`src/include/uart_consts.svh`:
```
// uart transmit constants
`ifndef UART_CONSTS_SVH
`define UART_CONSTS_SVH

////////////////////////////////////////////////////////////////////////////
// frame format

`define dataBits     8    // bits per frame, lsb first
`define sbTick       16   // ticks in the stop bit (16 = one stop bit)

////////////////////////////////////////////////////////////////////////////
// baud rate

// clocks per oversampling tick, one bit is 16 ticks
`define baudDivisor  4

////////////////////////////////////////////////////////////////////////////
// lanes and queues

`define txChannels   4    // serial lanes
`define chanSelLen   2    // lane index width
`define fifoDepth    8    // bytes per lane fifo
`define fifoAddrLen  3    // fifo pointer width
`define countLen     8    // frame counter width, wraps

`endif

```
`src/hdl/uartPkg.sv`:
```
// uart transmit types
`default_nettype none

`include "uart_consts.svh"

package uartPkg;

	// transmitter fsm
	typedef enum logic [1:0] {
		idle  = 2'b00,
		start = 2'b01,
		data  = 2'b10,
		stop  = 2'b11
	} txState_e;

	// host opcodes
	typedef enum logic {
		opSend  = 1'b0,   // queue a byte
		opCount = 1'b1    // read frame count
	} hostOp_e;

	typedef struct packed {
		hostOp_e                op;
		logic [`chanSelLen-1:0] chan;
		logic [`dataBits-1:0]   data;
	} hostCmd_t;

	typedef struct packed {
		logic                 accepted;   // byte went into a fifo
		logic [`countLen-1:0] data;       // count read back
	} hostRsp_t;

	typedef struct packed {
		logic                 busy;
		logic [`countLen-1:0] sentCount;
	} chanStatus_t;

endpackage

`default_nettype wire

```
`src/hdl/baudGen.sv`:
```
// oversampling tick generator
`timescale 1ns/100ps
`default_nettype none

`include "uart_consts.svh"

module baudGen (
	input  logic clk,
	input  logic reset,
	output logic sTick     // one clock wide, shared by all lanes
);

	localparam int divLen = $clog2(`baudDivisor);
	localparam logic [divLen-1:0] divLast = divLen'(`baudDivisor - 1);

	logic [divLen-1:0] divCnt;

	always_ff @(posedge clk or posedge reset)
	begin
		if (reset)
		begin
			divCnt <= '0;
			sTick <= 1'b0;
		end
		else
		begin
			sTick <= (divCnt == divLast);   // registered, no glitches
			if (divCnt == divLast)
				divCnt <= '0;
			else
				divCnt <= divCnt + 1'b1;
		end
	end

	// lanes count ticks, back to back ticks would skew every bit
	assert property (@(posedge clk) disable iff (reset) sTick |=> !sTick);

endmodule

`default_nettype wire

```
`src/hdl/txFifo.sv`:
```
// lane byte fifo
`timescale 1ns/100ps
`default_nettype none

`include "uart_consts.svh"

module txFifo (
	input  logic                 clk,
	input  logic                 reset,
	input  logic                 push,
	input  logic [`dataBits-1:0] pushData,
	input  logic                 pop,
	output logic [`dataBits-1:0] popData,   // head byte, valid while !empty
	output logic                 full,
	output logic                 empty
);

	localparam int cntLen = `fifoAddrLen + 1;
	localparam logic [cntLen-1:0] maxCnt = cntLen'(`fifoDepth);

	logic [`dataBits-1:0]    mem [`fifoDepth];
	logic [`fifoAddrLen-1:0] wrPtr, rdPtr;
	logic [cntLen-1:0]       count;            // occupancy
	logic                    pushOk, popOk;

	assign pushOk = push && !full;
	assign popOk = pop && !empty;

	assign full = (count == maxCnt);
	assign empty = (count == '0);
	assign popData = mem[rdPtr];   // show-ahead so the head latches with the pop

	// storage
	always_ff @(posedge clk)
	begin
		if (pushOk)
			mem[wrPtr] <= pushData;
	end

	always_ff @(posedge clk or posedge reset)
	begin
		if (reset)
		begin
			wrPtr <= '0;
			rdPtr <= '0;
			count <= '0;
		end
		else
		begin
			if (pushOk)
				wrPtr <= wrPtr + 1'b1;   // depth is a power of two, wraps itself
			if (popOk)
				rdPtr <= rdPtr + 1'b1;
			case ({pushOk, popOk})
				2'b10:
					count <= count + 1'b1;
				2'b01:
					count <= count - 1'b1;
				default:
					count <= count;       // none or both
			endcase
		end
	end

	// the host port and transmitter must respect the flags
	assert property (@(posedge clk) disable iff (reset) full |-> !push);
	assert property (@(posedge clk) disable iff (reset) empty |-> !pop);

endmodule

`default_nettype wire

```
`src/hdl/uartTrans.sv`:
```
// uart transmitter
`timescale 1ns/100ps
`default_nettype none

`include "uart_consts.svh"

module uartTrans (
	input  logic                 clk,
	input  logic                 reset,
	input  logic                 sTick,
	input  logic                 txStart,      // fifo not empty
	input  logic [`dataBits-1:0] din,          // fifo head
	output logic                 txDoneTick,   // pops the fifo
	output logic                 tx,
	output logic                 busy,
	output logic                 frameEnd      // last tick of the stop bit
);

	localparam int sLen = $clog2(`sbTick);
	localparam int nLen = $clog2(`dataBits);
	localparam logic [sLen-1:0] bitLast = sLen'(15);   // 16x oversampling
	localparam logic [sLen-1:0] stopLast = sLen'(`sbTick - 1);
	localparam logic [nLen-1:0] nLast = nLen'(`dataBits - 1);

	uartPkg::txState_e stateReg, stateNext;
	logic [sLen-1:0]      sReg, sNext;     // tick counter within a bit
	logic [nLen-1:0]      nReg, nNext;     // data bit counter
	logic [`dataBits-1:0] bReg, bNext;     // shift register
	logic                 txReg, txNext;

	always_ff @(posedge clk or posedge reset)
	begin
		if (reset)
		begin
			stateReg <= uartPkg::idle;
			sReg <= '0;
			nReg <= '0;
			bReg <= '0;
			txReg <= 1'b1;   // line idles high
		end
		else
		begin
			stateReg <= stateNext;
			sReg <= sNext;
			nReg <= nNext;
			bReg <= bNext;
			txReg <= txNext;
		end
	end

	////////////////////////////////////////////////////////////////////////////
	// next state

	always_comb
	begin
		stateNext = stateReg;
		sNext = sReg;
		nNext = nReg;
		bNext = bReg;
		txNext = txReg;
		txDoneTick = 1'b0;

		case (stateReg)
			uartPkg::idle:
			begin
				txNext = 1'b1;
				if (txStart)
				begin
					txDoneTick = 1'b1;   // pop, head byte taken now
					bNext = din;
					txNext = 1'b0;       // start bit on the next clock
					sNext = '0;
					stateNext = uartPkg::start;
				end
			end

			uartPkg::start:
			begin
				txNext = 1'b0;
				if (sTick)
				begin
					if (sReg == bitLast)
					begin
						sNext = '0;
						nNext = '0;
						stateNext = uartPkg::data;
					end
					else
						sNext = sReg + 1'b1;
				end
			end

			uartPkg::data:
			begin
				txNext = bReg[0];   // lsb first
				if (sTick)
				begin
					if (sReg == bitLast)
					begin
						sNext = '0;
						bNext = bReg >> 1;
						if (nReg == nLast)
							stateNext = uartPkg::stop;
						else
							nNext = nReg + 1'b1;
					end
					else
						sNext = sReg + 1'b1;
				end
			end

			uartPkg::stop:
			begin
				txNext = 1'b1;
				if (sTick)
				begin
					if (sReg == stopLast)
						stateNext = uartPkg::idle;
					else
						sNext = sReg + 1'b1;
				end
			end
		endcase
	end

	assign tx = txReg;
	assign busy = (stateReg != uartPkg::idle);
	assign frameEnd = (stateReg == uartPkg::stop) && sTick && (sReg == stopLast);

	// line is a pure register stage
	assert property (@(posedge clk) disable iff (reset) 1'b1 |=> (tx == $past(txNext)));
	// pops only from idle and only with data waiting
	assert property (@(posedge clk) disable iff (reset)
		txDoneTick |-> (stateReg == uartPkg::idle) && txStart);

endmodule

`default_nettype wire

```
`src/hdl/hostPort.sv`:
```
// host command port
`timescale 1ns/100ps
`default_nettype none

`include "uart_consts.svh"

module hostPort (
	input  logic                                   clk,
	input  logic                                   reset,
	input  logic                                   req,
	input  uartPkg::hostCmd_t                      cmd,
	output logic                                   ack,
	output uartPkg::hostRsp_t                      rsp,
	output logic [`txChannels-1:0]                 push,
	output logic [`dataBits-1:0]                   pushData,
	input  logic [`txChannels-1:0]                 full,
	input  uartPkg::chanStatus_t [`txChannels-1:0] status
);

	// four-phase slave
	enum logic [1:0] {hsWait, hsDone, hsRelease} hsState;

	logic isSend;    // opcode decode
	logic cmdDone;   // command finishes this cycle
	logic sendOk;

	assign isSend = (cmd.op == uartPkg::opSend);
	// a full fifo holds the command in wait, the only back-pressure
	assign cmdDone = (hsState == hsWait) && req && (!isSend || !full[cmd.chan]);
	assign sendOk = cmdDone && isSend;

	always_comb
	begin
		push = '0;
		push[cmd.chan] = sendOk;   // single cycle, wait is left at once
	end
	assign pushData = cmd.data;

	always_ff @(posedge clk or posedge reset)
	begin
		if (reset)
			hsState <= hsWait;
		else
		begin
			case (hsState)
				hsWait:
					if (cmdDone)
						hsState <= hsDone;
				hsDone:
					if (!req)
						hsState <= hsRelease;   // ack drops on this edge
				default:
					hsState <= hsWait;
			endcase
		end
	end

	assign ack = (hsState == hsDone);

	// response held while ack is high
	always_ff @(posedge clk)
	begin
		if (cmdDone)
		begin
			rsp.accepted <= isSend;
			rsp.data <= status[cmd.chan].sentCount;
		end
	end

	assert property (@(posedge clk) disable iff (reset) $rose(ack) |-> req)
		else $error("ack raised with no request pending");

endmodule

`default_nettype wire

```
`src/hdl/txStatus.sv`:
```
// lane status collector
`timescale 1ns/100ps
`default_nettype none

`include "uart_consts.svh"

module txStatus (
	input  logic                                   clk,
	input  logic                                   reset,
	input  logic [`txChannels-1:0]                 frameEnd,
	input  logic [`txChannels-1:0]                 laneBusy,
	input  logic [`txChannels-1:0]                 fifoEmpty,
	output uartPkg::chanStatus_t [`txChannels-1:0] status
);

	logic [`countLen-1:0] sentCnt [`txChannels];   // completed frames

	always_ff @(posedge clk or posedge reset)
	begin
		if (reset)
		begin
			for (int i = 0; i < `txChannels; i++)
				sentCnt[i] <= '0;
		end
		else
		begin
			for (int i = 0; i < `txChannels; i++)
				if (frameEnd[i])
					sentCnt[i] <= sentCnt[i] + 1'b1;   // wraps at 256
		end
	end

	always_comb
	begin
		for (int i = 0; i < `txChannels; i++)
		begin
			status[i].busy = laneBusy[i] || !fifoEmpty[i];   // sending or queued
			status[i].sentCount = sentCnt[i];
		end
	end

endmodule

`default_nettype wire

```
`src/hdl/uartTxTop.sv`:
```
// four lane uart transmit top
`timescale 1ns/100ps
`default_nettype none

`include "uart_consts.svh"

module uartTxTop (
	input  logic                   clk,
	input  logic                   reset,
	input  logic                   req,
	input  uartPkg::hostCmd_t      cmd,
	output logic                   ack,
	output uartPkg::hostRsp_t      rsp,
	output logic [`txChannels-1:0] tx
);

	logic                                   sTick;
	logic [`txChannels-1:0]                 push, full, empty;
	logic [`txChannels-1:0]                 pop, busy, frameEnd;
	logic [`dataBits-1:0]                   pushData;    // shared by all fifos
	uartPkg::chanStatus_t [`txChannels-1:0] status;

	baudGen baud (
		.clk   (clk),
		.reset (reset),
		.sTick (sTick)
	);

	hostPort host (
		.clk      (clk),
		.reset    (reset),
		.req      (req),
		.cmd      (cmd),
		.ack      (ack),
		.rsp      (rsp),
		.push     (push),
		.pushData (pushData),
		.full     (full),
		.status   (status)
	);

	////////////////////////////////////////////////////////////////////////////
	// lanes

	for (genvar i = 0; i < `txChannels; i++)
	begin : lane
		logic [`dataBits-1:0] headByte;

		txFifo fifo (
			.clk      (clk),
			.reset    (reset),
			.push     (push[i]),
			.pushData (pushData),
			.pop      (pop[i]),
			.popData  (headByte),
			.full     (full[i]),
			.empty    (empty[i])
		);

		uartTrans trans (
			.clk        (clk),
			.reset      (reset),
			.sTick      (sTick),
			.txStart    (!empty[i]),
			.din        (headByte),
			.txDoneTick (pop[i]),
			.tx         (tx[i]),
			.busy       (busy[i]),
			.frameEnd   (frameEnd[i])
		);
	end

	txStatus stat (
		.clk       (clk),
		.reset     (reset),
		.frameEnd  (frameEnd),
		.laneBusy  (busy),
		.fifoEmpty (empty),
		.status    (status)
	);

endmodule

`default_nettype wire

```
`config.mk`:
```
export PLATFORM = sky130hd
export DESIGN_NAME = uartTxTop
export DESIGN_NICKNAME = d
export VERILOG_FILES = /design/src/hdl/uartPkg.sv /design/src/hdl/baudGen.sv /design/src/hdl/txFifo.sv /design/src/hdl/uartTrans.sv /design/src/hdl/hostPort.sv /design/src/hdl/txStatus.sv /design/src/hdl/uartTxTop.sv
export VERILOG_INCLUDE_DIRS = /design/src /design/src/include
export SDC_FILE = /design/constraint.sdc
export NUM_CORES = 1
export LEC_CHECK = 0
export ABC_AREA = 1
export BUFFER_PORTS_ARGS = -buffer_cell sky130_fd_sc_hd__buf_2
export CAP_MARGIN = 20
export CORE_MARGIN = 2
export CORE_UTILIZATION = 30
export CTS_BUF_LIST = sky130_fd_sc_hd__clkbuf_2 sky130_fd_sc_hd__clkbuf_4 sky130_fd_sc_hd__clkbuf_8
export DETAILED_ROUTE_END_ITERATION = 7
export HOLD_SLACK_MARGIN = 0.08
export SKIP_LAST_GASP = 1
export SYNTH_ARGS = -nofsm -noshare
export SYNTH_HDL_FRONTEND = slang
export SYNTH_SLANG_ARGS = --single-unit
```
`constraint.sdc`:
```
create_clock -name clk -period 7.9 [get_ports clk]
set_input_delay 1.58 -clock clk [delete_from_list [all_inputs] [get_ports clk]]
set_output_delay 1.58 -clock clk [all_outputs]
set_load 0.005 [all_outputs]
```
== Word-level counts from Yosys, hierarchy flattened ==
Memory sizes are Yosys's and may differ from the RTL's.
Cells that the tools add are included.
Word-level totals
  output and inout port bits: 14
  bits in latches: 0
  input port bits: 14
  RAM bits: 256
  flip-flop bits (word level): 158
  memory bits (read-only): 0
  memories kept: 4
  word-level logic and storage cells: 376
Memory list
  lane[0].fifo.mem: words 8, bits a word 8, rd ports 1, clocked after memory_dff 0, wr ports 1, RTL line txFifo.sv:21  | logic [`dataBits-1:0] mem [`fifoDepth];
  lane[1].fifo.mem: words 8, bits a word 8, rd ports 1, clocked after memory_dff 0, wr ports 1, RTL line txFifo.sv:21
  lane[2].fifo.mem: words 8, bits a word 8, rd ports 1, clocked after memory_dff 0, wr ports 1, RTL line txFifo.sv:21
  lane[3].fifo.mem: words 8, bits a word 8, rd ports 1, clocked after memory_dff 0, wr ports 1, RTL line txFifo.sv:21
Cells by class
  divide/modulo/power cells: 0
  $mul: 0
  add/sub/neg operators: 29
  mux-type cells: 138
  reductions and logical operators: 80
  shift operators: 0
  bitwise gates (word level): 2
  eq/ne operators: 80
  $lt $le $gt $ge: 2
Operators with widths (number)
  $mux 8: 13
  $mux 4: 20
  $mux 2: 35
  $pmux 8 s2: 4
  $mux 3: 20
  $ne 2x2->1 const B: 25
  $pmux 4 s3: 4
  $ne 2x1->1 const B: 21
  $add 3x1->3 const B: 12
  $add 4x1->4 const B: 8
  $add 8x1->8 const B: 4
  $eq 4x4->1 const B: 8
  $pmux 2 s4: 4
  $pmux 4 s2: 4
  $reduce_and 4->1: 8
  $reduce_and 8->1: 4
  $reduce_bool 2->1: 16
  $eq 2x2->1 const B: 13
  $pmux 3 s2: 4
  $reduce_and 6->1: 4
  $mux 1: 22
  $logic_and 1x1->1: 20
  $bmux 9 s2: 1
  $eq 2x1->1 const B: 9
  17 further kinds: 48

== Depth between registers and ports, before layout ==
Gate-level depths: netlist (run 1).
  depth in word-level cells: 11
  gate-level depth with buffers: 16
  depth with buffers taken out: 15

== Hierarchy ==
A second synthesis (run 1) with hierarchy kept.
Second synthesis, totals
  cell total of the unflattened synthesis: 2334
  area, all modules: 20475.9 µm²
Modules (own cells, without submodules)
  txFifo: area an instance 3405.8 µm², sequential area each 2172.1 µm², cells an instance 358, instances 4
  uartTrans at lane[0].trans ...: area an instance 1101.1 µm², sequential area each 451.7 µm², cells an instance 155, instances 3
  txStatus: area an instance 1544.0 µm², sequential area each 800.8 µm², cells an instance 175, instances 1
  uartTrans at lane[3].trans: area an instance 1121.1 µm², sequential area each 451.7 µm², cells an instance 156, instances 1
  hostPort: area an instance 774.5 µm², sequential area each 320.3 µm², cells an instance 96, instances 1
  baudGen: area an instance 95.1 µm², sequential area each 75.1 µm², cells an instance 6, instances 1
  uartTxTop: area an instance 15.0 µm², sequential area each 0.0 µm², cells an instance 4, instances 1

== Worst setup path before layout (run 1) ==
OpenSTA, ideal clock, no wires.
  kind: input to register
  start: input port cmd[8] in the netlist's numbering
  end: register lane[3].fifo.count[2]
  arrival time: 3.270 ns
  stages on the path: 14
  data required time: 7.781 ns
  buffers on the path: 1
  path slack: 4.511 ns
  library setup time: 0.119 ns
  path through: nor2_1 nand2_1 nand2_1 inv_1 nand2_4 nand4_2 buf_2 ha_1 xor2_1 ha_1 a21oi_1 a21oi_1 o21ai_0 o21a_1
On the way
  longest elaborated chain between the ends: 10
  elaborated cells on any way between the ends: 17
  those cells by class: 2 x order compare; 2 x eq/ne; 5 x mux; 1 x bitwise; 7 x reduce/logical
RTL lines
  start: declaration: RTL line uartTxTop.sv:11  | input uartPkg::hostCmd_t cmd,
  branches (longest 6 deep; another with $lt 2x3->1)
  $and 4x4->4 (no line) *
  $logic_and 1x1->1 *: RTL line txFifo.sv:26  | assign pushOk = push && !full;
  $eq 2x1->1 / $eq 2x2->1 (equally long branches): RTL line txFifo.sv:54  | case ({pushOk, popOk})
  $pmux 4 s2 / $reduce_bool 2->1 (equally long branches)
  end signal: assignment: RTL line txFifo.sv:56  | count <= count + 1'b1;
  end signal: assignment: RTL line txFifo.sv:58  | count <= count - 1'b1;
  end signal: assignment: RTL line txFifo.sv:60  | count <= count;
  end: declaration: RTL line txFifo.sv:23  | logic [cntLen-1:0] count;
Every way passes the cells marked *. The select of a mux whose other input is x is not followed.
A chain may end at the register's enable or synchronous reset.

== Final worst setup path (run 1) ==
Ends and elaborated chain as after synthesis.

==> flow_metrics.env, run 1 <==
export IMPL_path_clk_slew_ps=60
export IMPL_place_congestion=0.8197
export IMPL_hold_violations=0
export IMPL_cap_violations=0
export IMPL_critical_path_startpoint_type="primary input"
export IMPL_hpwl_um=26880
export IMPL_core_area_mm2=0.06025
export IMPL_drv_slew=0
export IMPL_crit_path_max_fanout=13
export IMPL_crit_buf_inv=2
export IMPL_initial_utilization=0.3029
export IMPL_holdWs_ps=433.6
export IMPL_syn_to_final_growth_pct=13.06
export IMPL_drt_pass1_iter_count=5
export IMPL_ant_nets=0
export IMPL_die_area_mm2=0.06281
export IMPL_netlist_area_mm2=0.01825
export IMPL_leakagePower_uw=0.008260
export IMPL_power_density_mw_per_mm2=233.9
export IMPL_clk_insertion_delay_late_ps=630
export IMPL_postCtsSetupRepairBufs=0
export IMPL_cts_tree="done"
export IMPL_required_ps=8390
export IMPL_grt_max_degree=88
export IMPL_vias=12538
export IMPL_worst_path_max_delay_cell="nor2_1"
export IMPL_rsz0062_at_grt="no"
export IMPL_synth_seq_cells=414
export IMPL_drtIter0Drc=750
export IMPL_grt_pass1_wl_um=66960
export IMPL_synth_cells=1700
export IMPL_ctsHoldBuffers=0
export IMPL_htreeDepth=3
export IMPL_fmax_mhz=254.4
export IMPL_setup_viol=0
export IMPL_cts_max_path_buffers=3
export IMPL_power_total_uw=4826
export IMPL_fin_crit_ps=3931
export IMPL_antenna_found_initial=2
export IMPL_finalSetupTns_ps=0
export IMPL_first_global_vias=12512
export IMPL_io_buffers=27
export IMPL_clock_sinks=414
export IMPL_fp_dieW_um=250.6
export IMPL_avgRoutedWirePerCell_um=16.27
export IMPL_status="finished clean"
export IMPL_cp_arrival_ps=4420
export IMPL_io_pins=28
export IMPL_layout_setup_ws_ps=3969
export IMPL_crit_chain="buf_2, nor2_1, nand2_1, nand2_1, inv_1, nand2_4, nand4_2, ha_1, xor2_1, ha_1, a21oi_1, a21oi_1, o21ai_0, o21a_1"
export IMPL_syn_nets=1767
export IMPL_final_nets=1823
export IMPL_synth_distinct_cells=44
export IMPL_cts_buffers=71
export IMPL_synth_seq_area_share=0.6407
export IMPL_cp_end_kind="register"
export IMPL_period_share=0.4976
export IMPL_hp_class="register to register"
export IMPL_finClkSkew_ps=39.15
export IMPL_yosysWarnings=0
export IMPL_slew_headroom=0.2743
export IMPL_die_y_um=250.6
export IMPL_cts_resized=0
export IMPL_drt_total_wl_um=42230
export IMPL_grt_use_total=0.1345
export IMPL_crit_type="primary input to register"
export IMPL_drc=0
export IMPL_avgSynthCellArea_um2=10.73
export IMPL_drive_above_1_share=0.1038
export IMPL_overflow=0
export IMPL_final_cell_area_mm2=0.02063
export IMPL_clockRootBuffer="clkbuf_8"
export IMPL_critical_path_max_stage_delay_ps=620
export IMPL_ir_drop_mv=0.1369
export IMPL_tightest_slew_ps=1080
export IMPL_num_fill_cells=5890
export IMPL_place_area_mm2=0.01909
export IMPL_routed_via_density=4.832
export IMPL_worst_path_dominant_cell_family="simple AND/OR/NAND/NOR gates"
export IMPL_row_count=90
export IMPL_place_ws_ps=3348
-- state kept, by name, indices dropped and copies added (netlist names) --
register,cells
baud.sTick,1
lane.fifo.count,16
lane.fifo.mem,256
lane.fifo.wrPtr,12
lane.trans.tx,4
stat.status,32
host.hsState,2
lane.trans.stateReg,8
lane.trans.nReg,12
lane.trans.sReg,16
lane.fifo.rdPtr,12
baud.divCnt,2
lane.trans.bReg,32
host.rsp,9
-- Yosys cell counts (all sizes together) --
cell type | instances | area share
o21ai | 165 | 0.045
clkbuf | 38 | 0.0078
xnor2 | 18 | 0.0086
buf | 22 | 0.0079
and3 | 2 | 0.00069
o221ai | 8 | 0.0038
dfstp | 4 | 0.0058
o211ai | 8 | 0.0033
nand4 | 27 | 0.011
clkinv | 8 | 0.0016
nand3b | 2 | 0.00082
o2111ai | 2 | 0.00096
o211a | 2 | 0.0011
ha | 53 | 0.036
inv | 102 | 0.021
nand2 | 322 | 0.067
a32o | 2 | 0.0011
o21a | 4 | 0.0016
a21boi | 1 | 0.00041
nor3 | 38 | 0.011
xor2 | 43 | 0.021
o22ai | 52 | 0.018
edfxtp | 265 | 0.44
mux2i | 1 | 0.00055
dfrtp | 145 | 0.20
nor2 | 227 | 0.048
mux2 | 3 | 0.0019
a22o | 2 | 0.00096
a22oi | 9 | 0.0037
a21oi | 41 | 0.011
nand3 | 83 | 0.023
a21o | 1 | 0.00041
-- cell type report --
class	instances	area [um2]	area share
well taps	782	978.4	0.04743
clock inverters	35	249.0	0.01207
inverters	110	417.9	0.02026
repair buffers	43	240.2	0.01164
multi-input cells	1116	5857	0.2839
diodes	1	2.502	0.0001213
flip-flops and latches	414	11690	0.5667
clock buffers	94	1194	0.05786
-- layout by cell type, fill, tap and decap left out, types with 4 or more instances in the layout --
master      n
nand2_1   321
edfxtp_1  265
nor2_1    222
o21ai_0   163
dfrtp_1   145
inv_1      97
nand3_1    82
clkbuf_8   78
ha_1       53
o22ai_1    52
xor2_1     43
a21oi_1    41
nor3_1     36
buf_2      32
clkbuf_4   24
nand4_1    23
clkinv_1   18
xnor2_1    18
clkinv_2   18
a22oi_1     9
o221ai_1    8
o211ai_1    8
inv_2       4
nand4_2     4
o21a_1      4
dfstp_2     4
-- per-layer routing --
metal  wire, um  track usage  vias up
met3       2365      0.02473      109
met2      19920       0.2183      397
li1           -            -     6016
met4       1516      0.06775        0
met1      18430       0.1724     6016
met5          0            0        -
-- final timing paths --
check / startpoint / cells after the start / slack [ps] / to
worst max-delay path: cmd[8] / 14 / 3970 / lane[3].fifo.count[2]
worst min-delay path: baud.divCnt[0] / 1 / 430 / baud.divCnt[0]
worst max register to register: host.hsState[0] / 9 / 5010 / lane[3].fifo.count[2]
worst min register to register: baud.divCnt[0] / 1 / 430 / baud.divCnt[0]
max in group asynchronous: reset / 3 / 5360 / lane[3].trans.stateReg[1]
min in group asynchronous: reset / 2 / 1150 / lane[2].trans.bReg[0]
-- stage by stage --
stage	cells	utilization
2_1_floorplan	1700	-
4_1_cts	2580	0.3409
3_3_place_gp	2451	0.3169
6_report	2595	0.3424
3_5_place_dp	2451	0.3169
5_1_grt	2595	0.3424
-- report_power, final --
group | internal [uW] | total, uW | switching, uW
Combinational | 117 | 370 | 253
Clock | 1090 | 1950 | 864
Sequential | 2400 | 2500 | 105
Total | 3600 | 4830 | 1220
-- kinds of logic after synthesis --
family                     share of synthesized area
and+or+nand+nor                               0.1610
xor gates and xnor gates                     0.02928
AOI/OAI and AO/OA                            0.09195
DFF                                           0.6407
muxes                                       0.002400
buffers and inverters                        0.03833
adders and majority gates                    0.03634
Note: power is estimated with default switching activity, not from simulation.
==> run 2, diff against run 1 <==
==> constraint.sdc (replaced) <==
create_clock -name clk -period 3.4 [get_ports clk]
set_input_delay 0.68 -clock clk [delete_from_list [all_inputs] [get_ports clk]]
set_output_delay 0.68 -clock clk [all_outputs]
set_load 0.005 [all_outputs]
==> flow_metrics.env, run 2 (synthesis gave the netlist of run 1 again) <==
export IMPL_r2r_start="lane[1].fifo.count[1]"
export IMPL_final_nets=1857
export IMPL_routed_via_density=4.779
export IMPL_overflow=0
export IMPL_reg2reg_setup_slack_ps=780
export IMPL_syn_to_final_growth_pct=14.69
export IMPL_period_share=0.7707
export IMPL_postCtsSetupRepairBufs=0
export IMPL_grt_use_total=0.1314
export IMPL_cts_tree="done"
export IMPL_power_switching_uw=2781
export IMPL_drc=0
export IMPL_num_fill_cells=5862
export IMPL_ant_nets=0
export IMPL_power_total_uw=11250
export IMPL_crit_path_max_fanout=13
export IMPL_final_common_cell="nand2_1"
export IMPL_finalSetupTns_ps=0
export IMPL_clock_sinks=414
export IMPL_cp_end_kind="register"
export IMPL_critical_path_startpoint_type="register"
export IMPL_fp_dieW_um=250.6
export IMPL_die_area_mm2=0.06281
export IMPL_crit_chain="nor2_1, nand2_1, nand2_1, nand2_1, inv_1, nand2_4, nand4_2, ha_1, xor2_1, ha_1, a21oi_1, xnor2_1, o21ai_0"
export IMPL_combPwrFrac=0.075
export IMPL_hold_start="req"
export IMPL_vias=12569
export IMPL_drv_slew=0
export IMPL_clockRootBuffer="clkbuf_8"
export IMPL_hpwl_um=25940
export IMPL_drt_pass1_iter_count=8
export IMPL_cap_violations=0
export IMPL_p_int_uw=8464
export IMPL_drive_above_1_share=0.1159
export IMPL_hold_violations=0
export IMPL_hp_class="primary input to register"
export IMPL_critical_path_max_stage_delay_ps=430
export IMPL_avgRoutedWirePerCell_um=15.50
export IMPL_leakagePower_uw=0.008437
export IMPL_ir_drop_mv=0.3472
export IMPL_fmax_mhz=381.6
export IMPL_power_frac_clock=0.410
export IMPL_finClkSkew_ps=42.89
export IMPL_htreeDepth=3
export IMPL_seq_power_share=0.515
export IMPL_row_count=90
export IMPL_largest_reg_flops=256
export IMPL_clk_insertion_delay_late_ps=600
export IMPL_hold_depth=2
export IMPL_cp_arrival_ps=3100
export IMPL_rsz0062_at_grt="no"
export IMPL_die_y_um=250.6
export IMPL_required_ps=3880
export IMPL_worst_path_max_delay_cell="dfrtp_1"
export IMPL_first_global_vias=12449
export IMPL_antenna_found_initial=1
export IMPL_core_area_mm2=0.06025
export IMPL_initial_utilization=0.3029
export IMPL_power_density_mw_per_mm2=537.3
export IMPL_r2r_end="lane[1].fifo.count[2]"
export IMPL_final_cell_mix="nand2_1 (321), edfxtp_1 (265), nor2_1 (222), o21ai_0 (163), dfrtp_1 (145)"
export IMPL_cts_buffers=72
export IMPL_status="finished clean"
export IMPL_io_buffers=27
export IMPL_grt_max_degree=101
export IMPL_hold_end="host.hsState[1]"
export IMPL_cts_max_path_buffers=3
export IMPL_ff2ff_path_depth=13
export IMPL_ff_latch_area_mm2=0.01169
export IMPL_p_sw_frac=0.2473
export IMPL_slew_headroom=0.3419
export IMPL_multi_input_area_mm2=0.005857
export IMPL_crit_type="register to register"
export IMPL_path_clk_slew_ps=60
export IMPL_drt_total_wl_um=40760
export IMPL_fin_crit_ps=2620
export IMPL_drtIter0Drc=983
export IMPL_critPathMostFrequentCell="nand2_1"
export IMPL_setup_viol=0
export IMPL_tightest_slew_ps=986.0
export IMPL_place_congestion=0.8105
export IMPL_io_pins=28
export IMPL_grt_pass1_wl_um=66470
export IMPL_regMostFlops="lane.fifo.mem"
-- run 2: what timing repair did --
action,CTS,global route
hold endpoints to repair,10,0
resized for setup,0,0
hold buffers,1,0
-- run 2: through the flow --
| step | hold WS (ps) | std cells | util | area, um2 | setup WS [ps] |
|---|---|---|---|---|---|
| 2_1_floorplan | 403.1 | 1700 | - | 18250 | 848.3 |
| 3_3_place_gp | 413.2 | 2497 | 0.3229 | 19450 | 558.9 |
| 3_5_place_dp | 416.1 | 2497 | 0.3229 | 19450 | 427.2 |
| 4_1_cts | 193.0 | 2629 | 0.3474 | 20930 | 770.7 |
| 5_1_grt | 212.0 | 2630 | 0.3474 | 20930 | 551.6 |
| 6_report | 242.6 | 2630 | 0.3474 | 20930 | 779.7 |
-- run 2: routing by layer --
layer | vias to the layer above | wire, um | GRT usage | share of wire
li1 | 6093 | - | - | -
met1 | 6108 | 18880 | 0.1786 | 0.46
met2 | 285 | 19190 | 0.2104 | 0.47
met3 | 83 | 1650 | 0.02297 | 0.040
met4 | 0 | 1043 | 0.04876 | 0.026
met5 | - | 0 | 0 | 0
-- run 2: worst max-delay path: cells and delay by family, from the launching register on --
kind                       cells  cell delay [ps]
adders and majority gates      2              590
DFF                            1              430
buffers and inverters          1               60
xor gates and xnor gates       2              310
AOI/OAI and AO/OA              2              250
and+or+nand+nor                6              840
-- run 2: power by group through the flow --
stage	Clock, uW	Sequential (uW)	Combinational [uW]
finish	4610	5790	841
global placement	0	5870	792
floorplan	0	5840	593
CTS	4740	5790	848
detailed placement	0	5890	841
global route	4990	5820	963
-- run 2: final cells by class --
cell class	instances	share of cell area
Clock buffer	94	0.05703
Sequential cell	414	0.5586
Multi-Input combinational cell	1116	0.2798
Clock inverter	37	0.01297
Inverter	110	0.01991
Tap cell	782	0.04675
Antenna cell	1	0.0001196
Timing Repair Buffer	76	0.02475
-- run 2: worst max path at each step --
stage	from	to	slack [ps]	cells past startpoint
after detailed placement	req	lane[1].fifo.count[2]	430	10
after CTS	host.hsState[0]	lane[1].fifo.count[2]	770	8
after floorplan	reset	baud.divCnt[0]	850	1
after global placement	req	lane[1].fifo.count[2]	560	10
final	lane[1].fifo.count[1]	lane[1].fifo.count[2]	780	13
after global routing	lane[0].fifo.count[1]	lane[3].fifo.count[2]	550	14
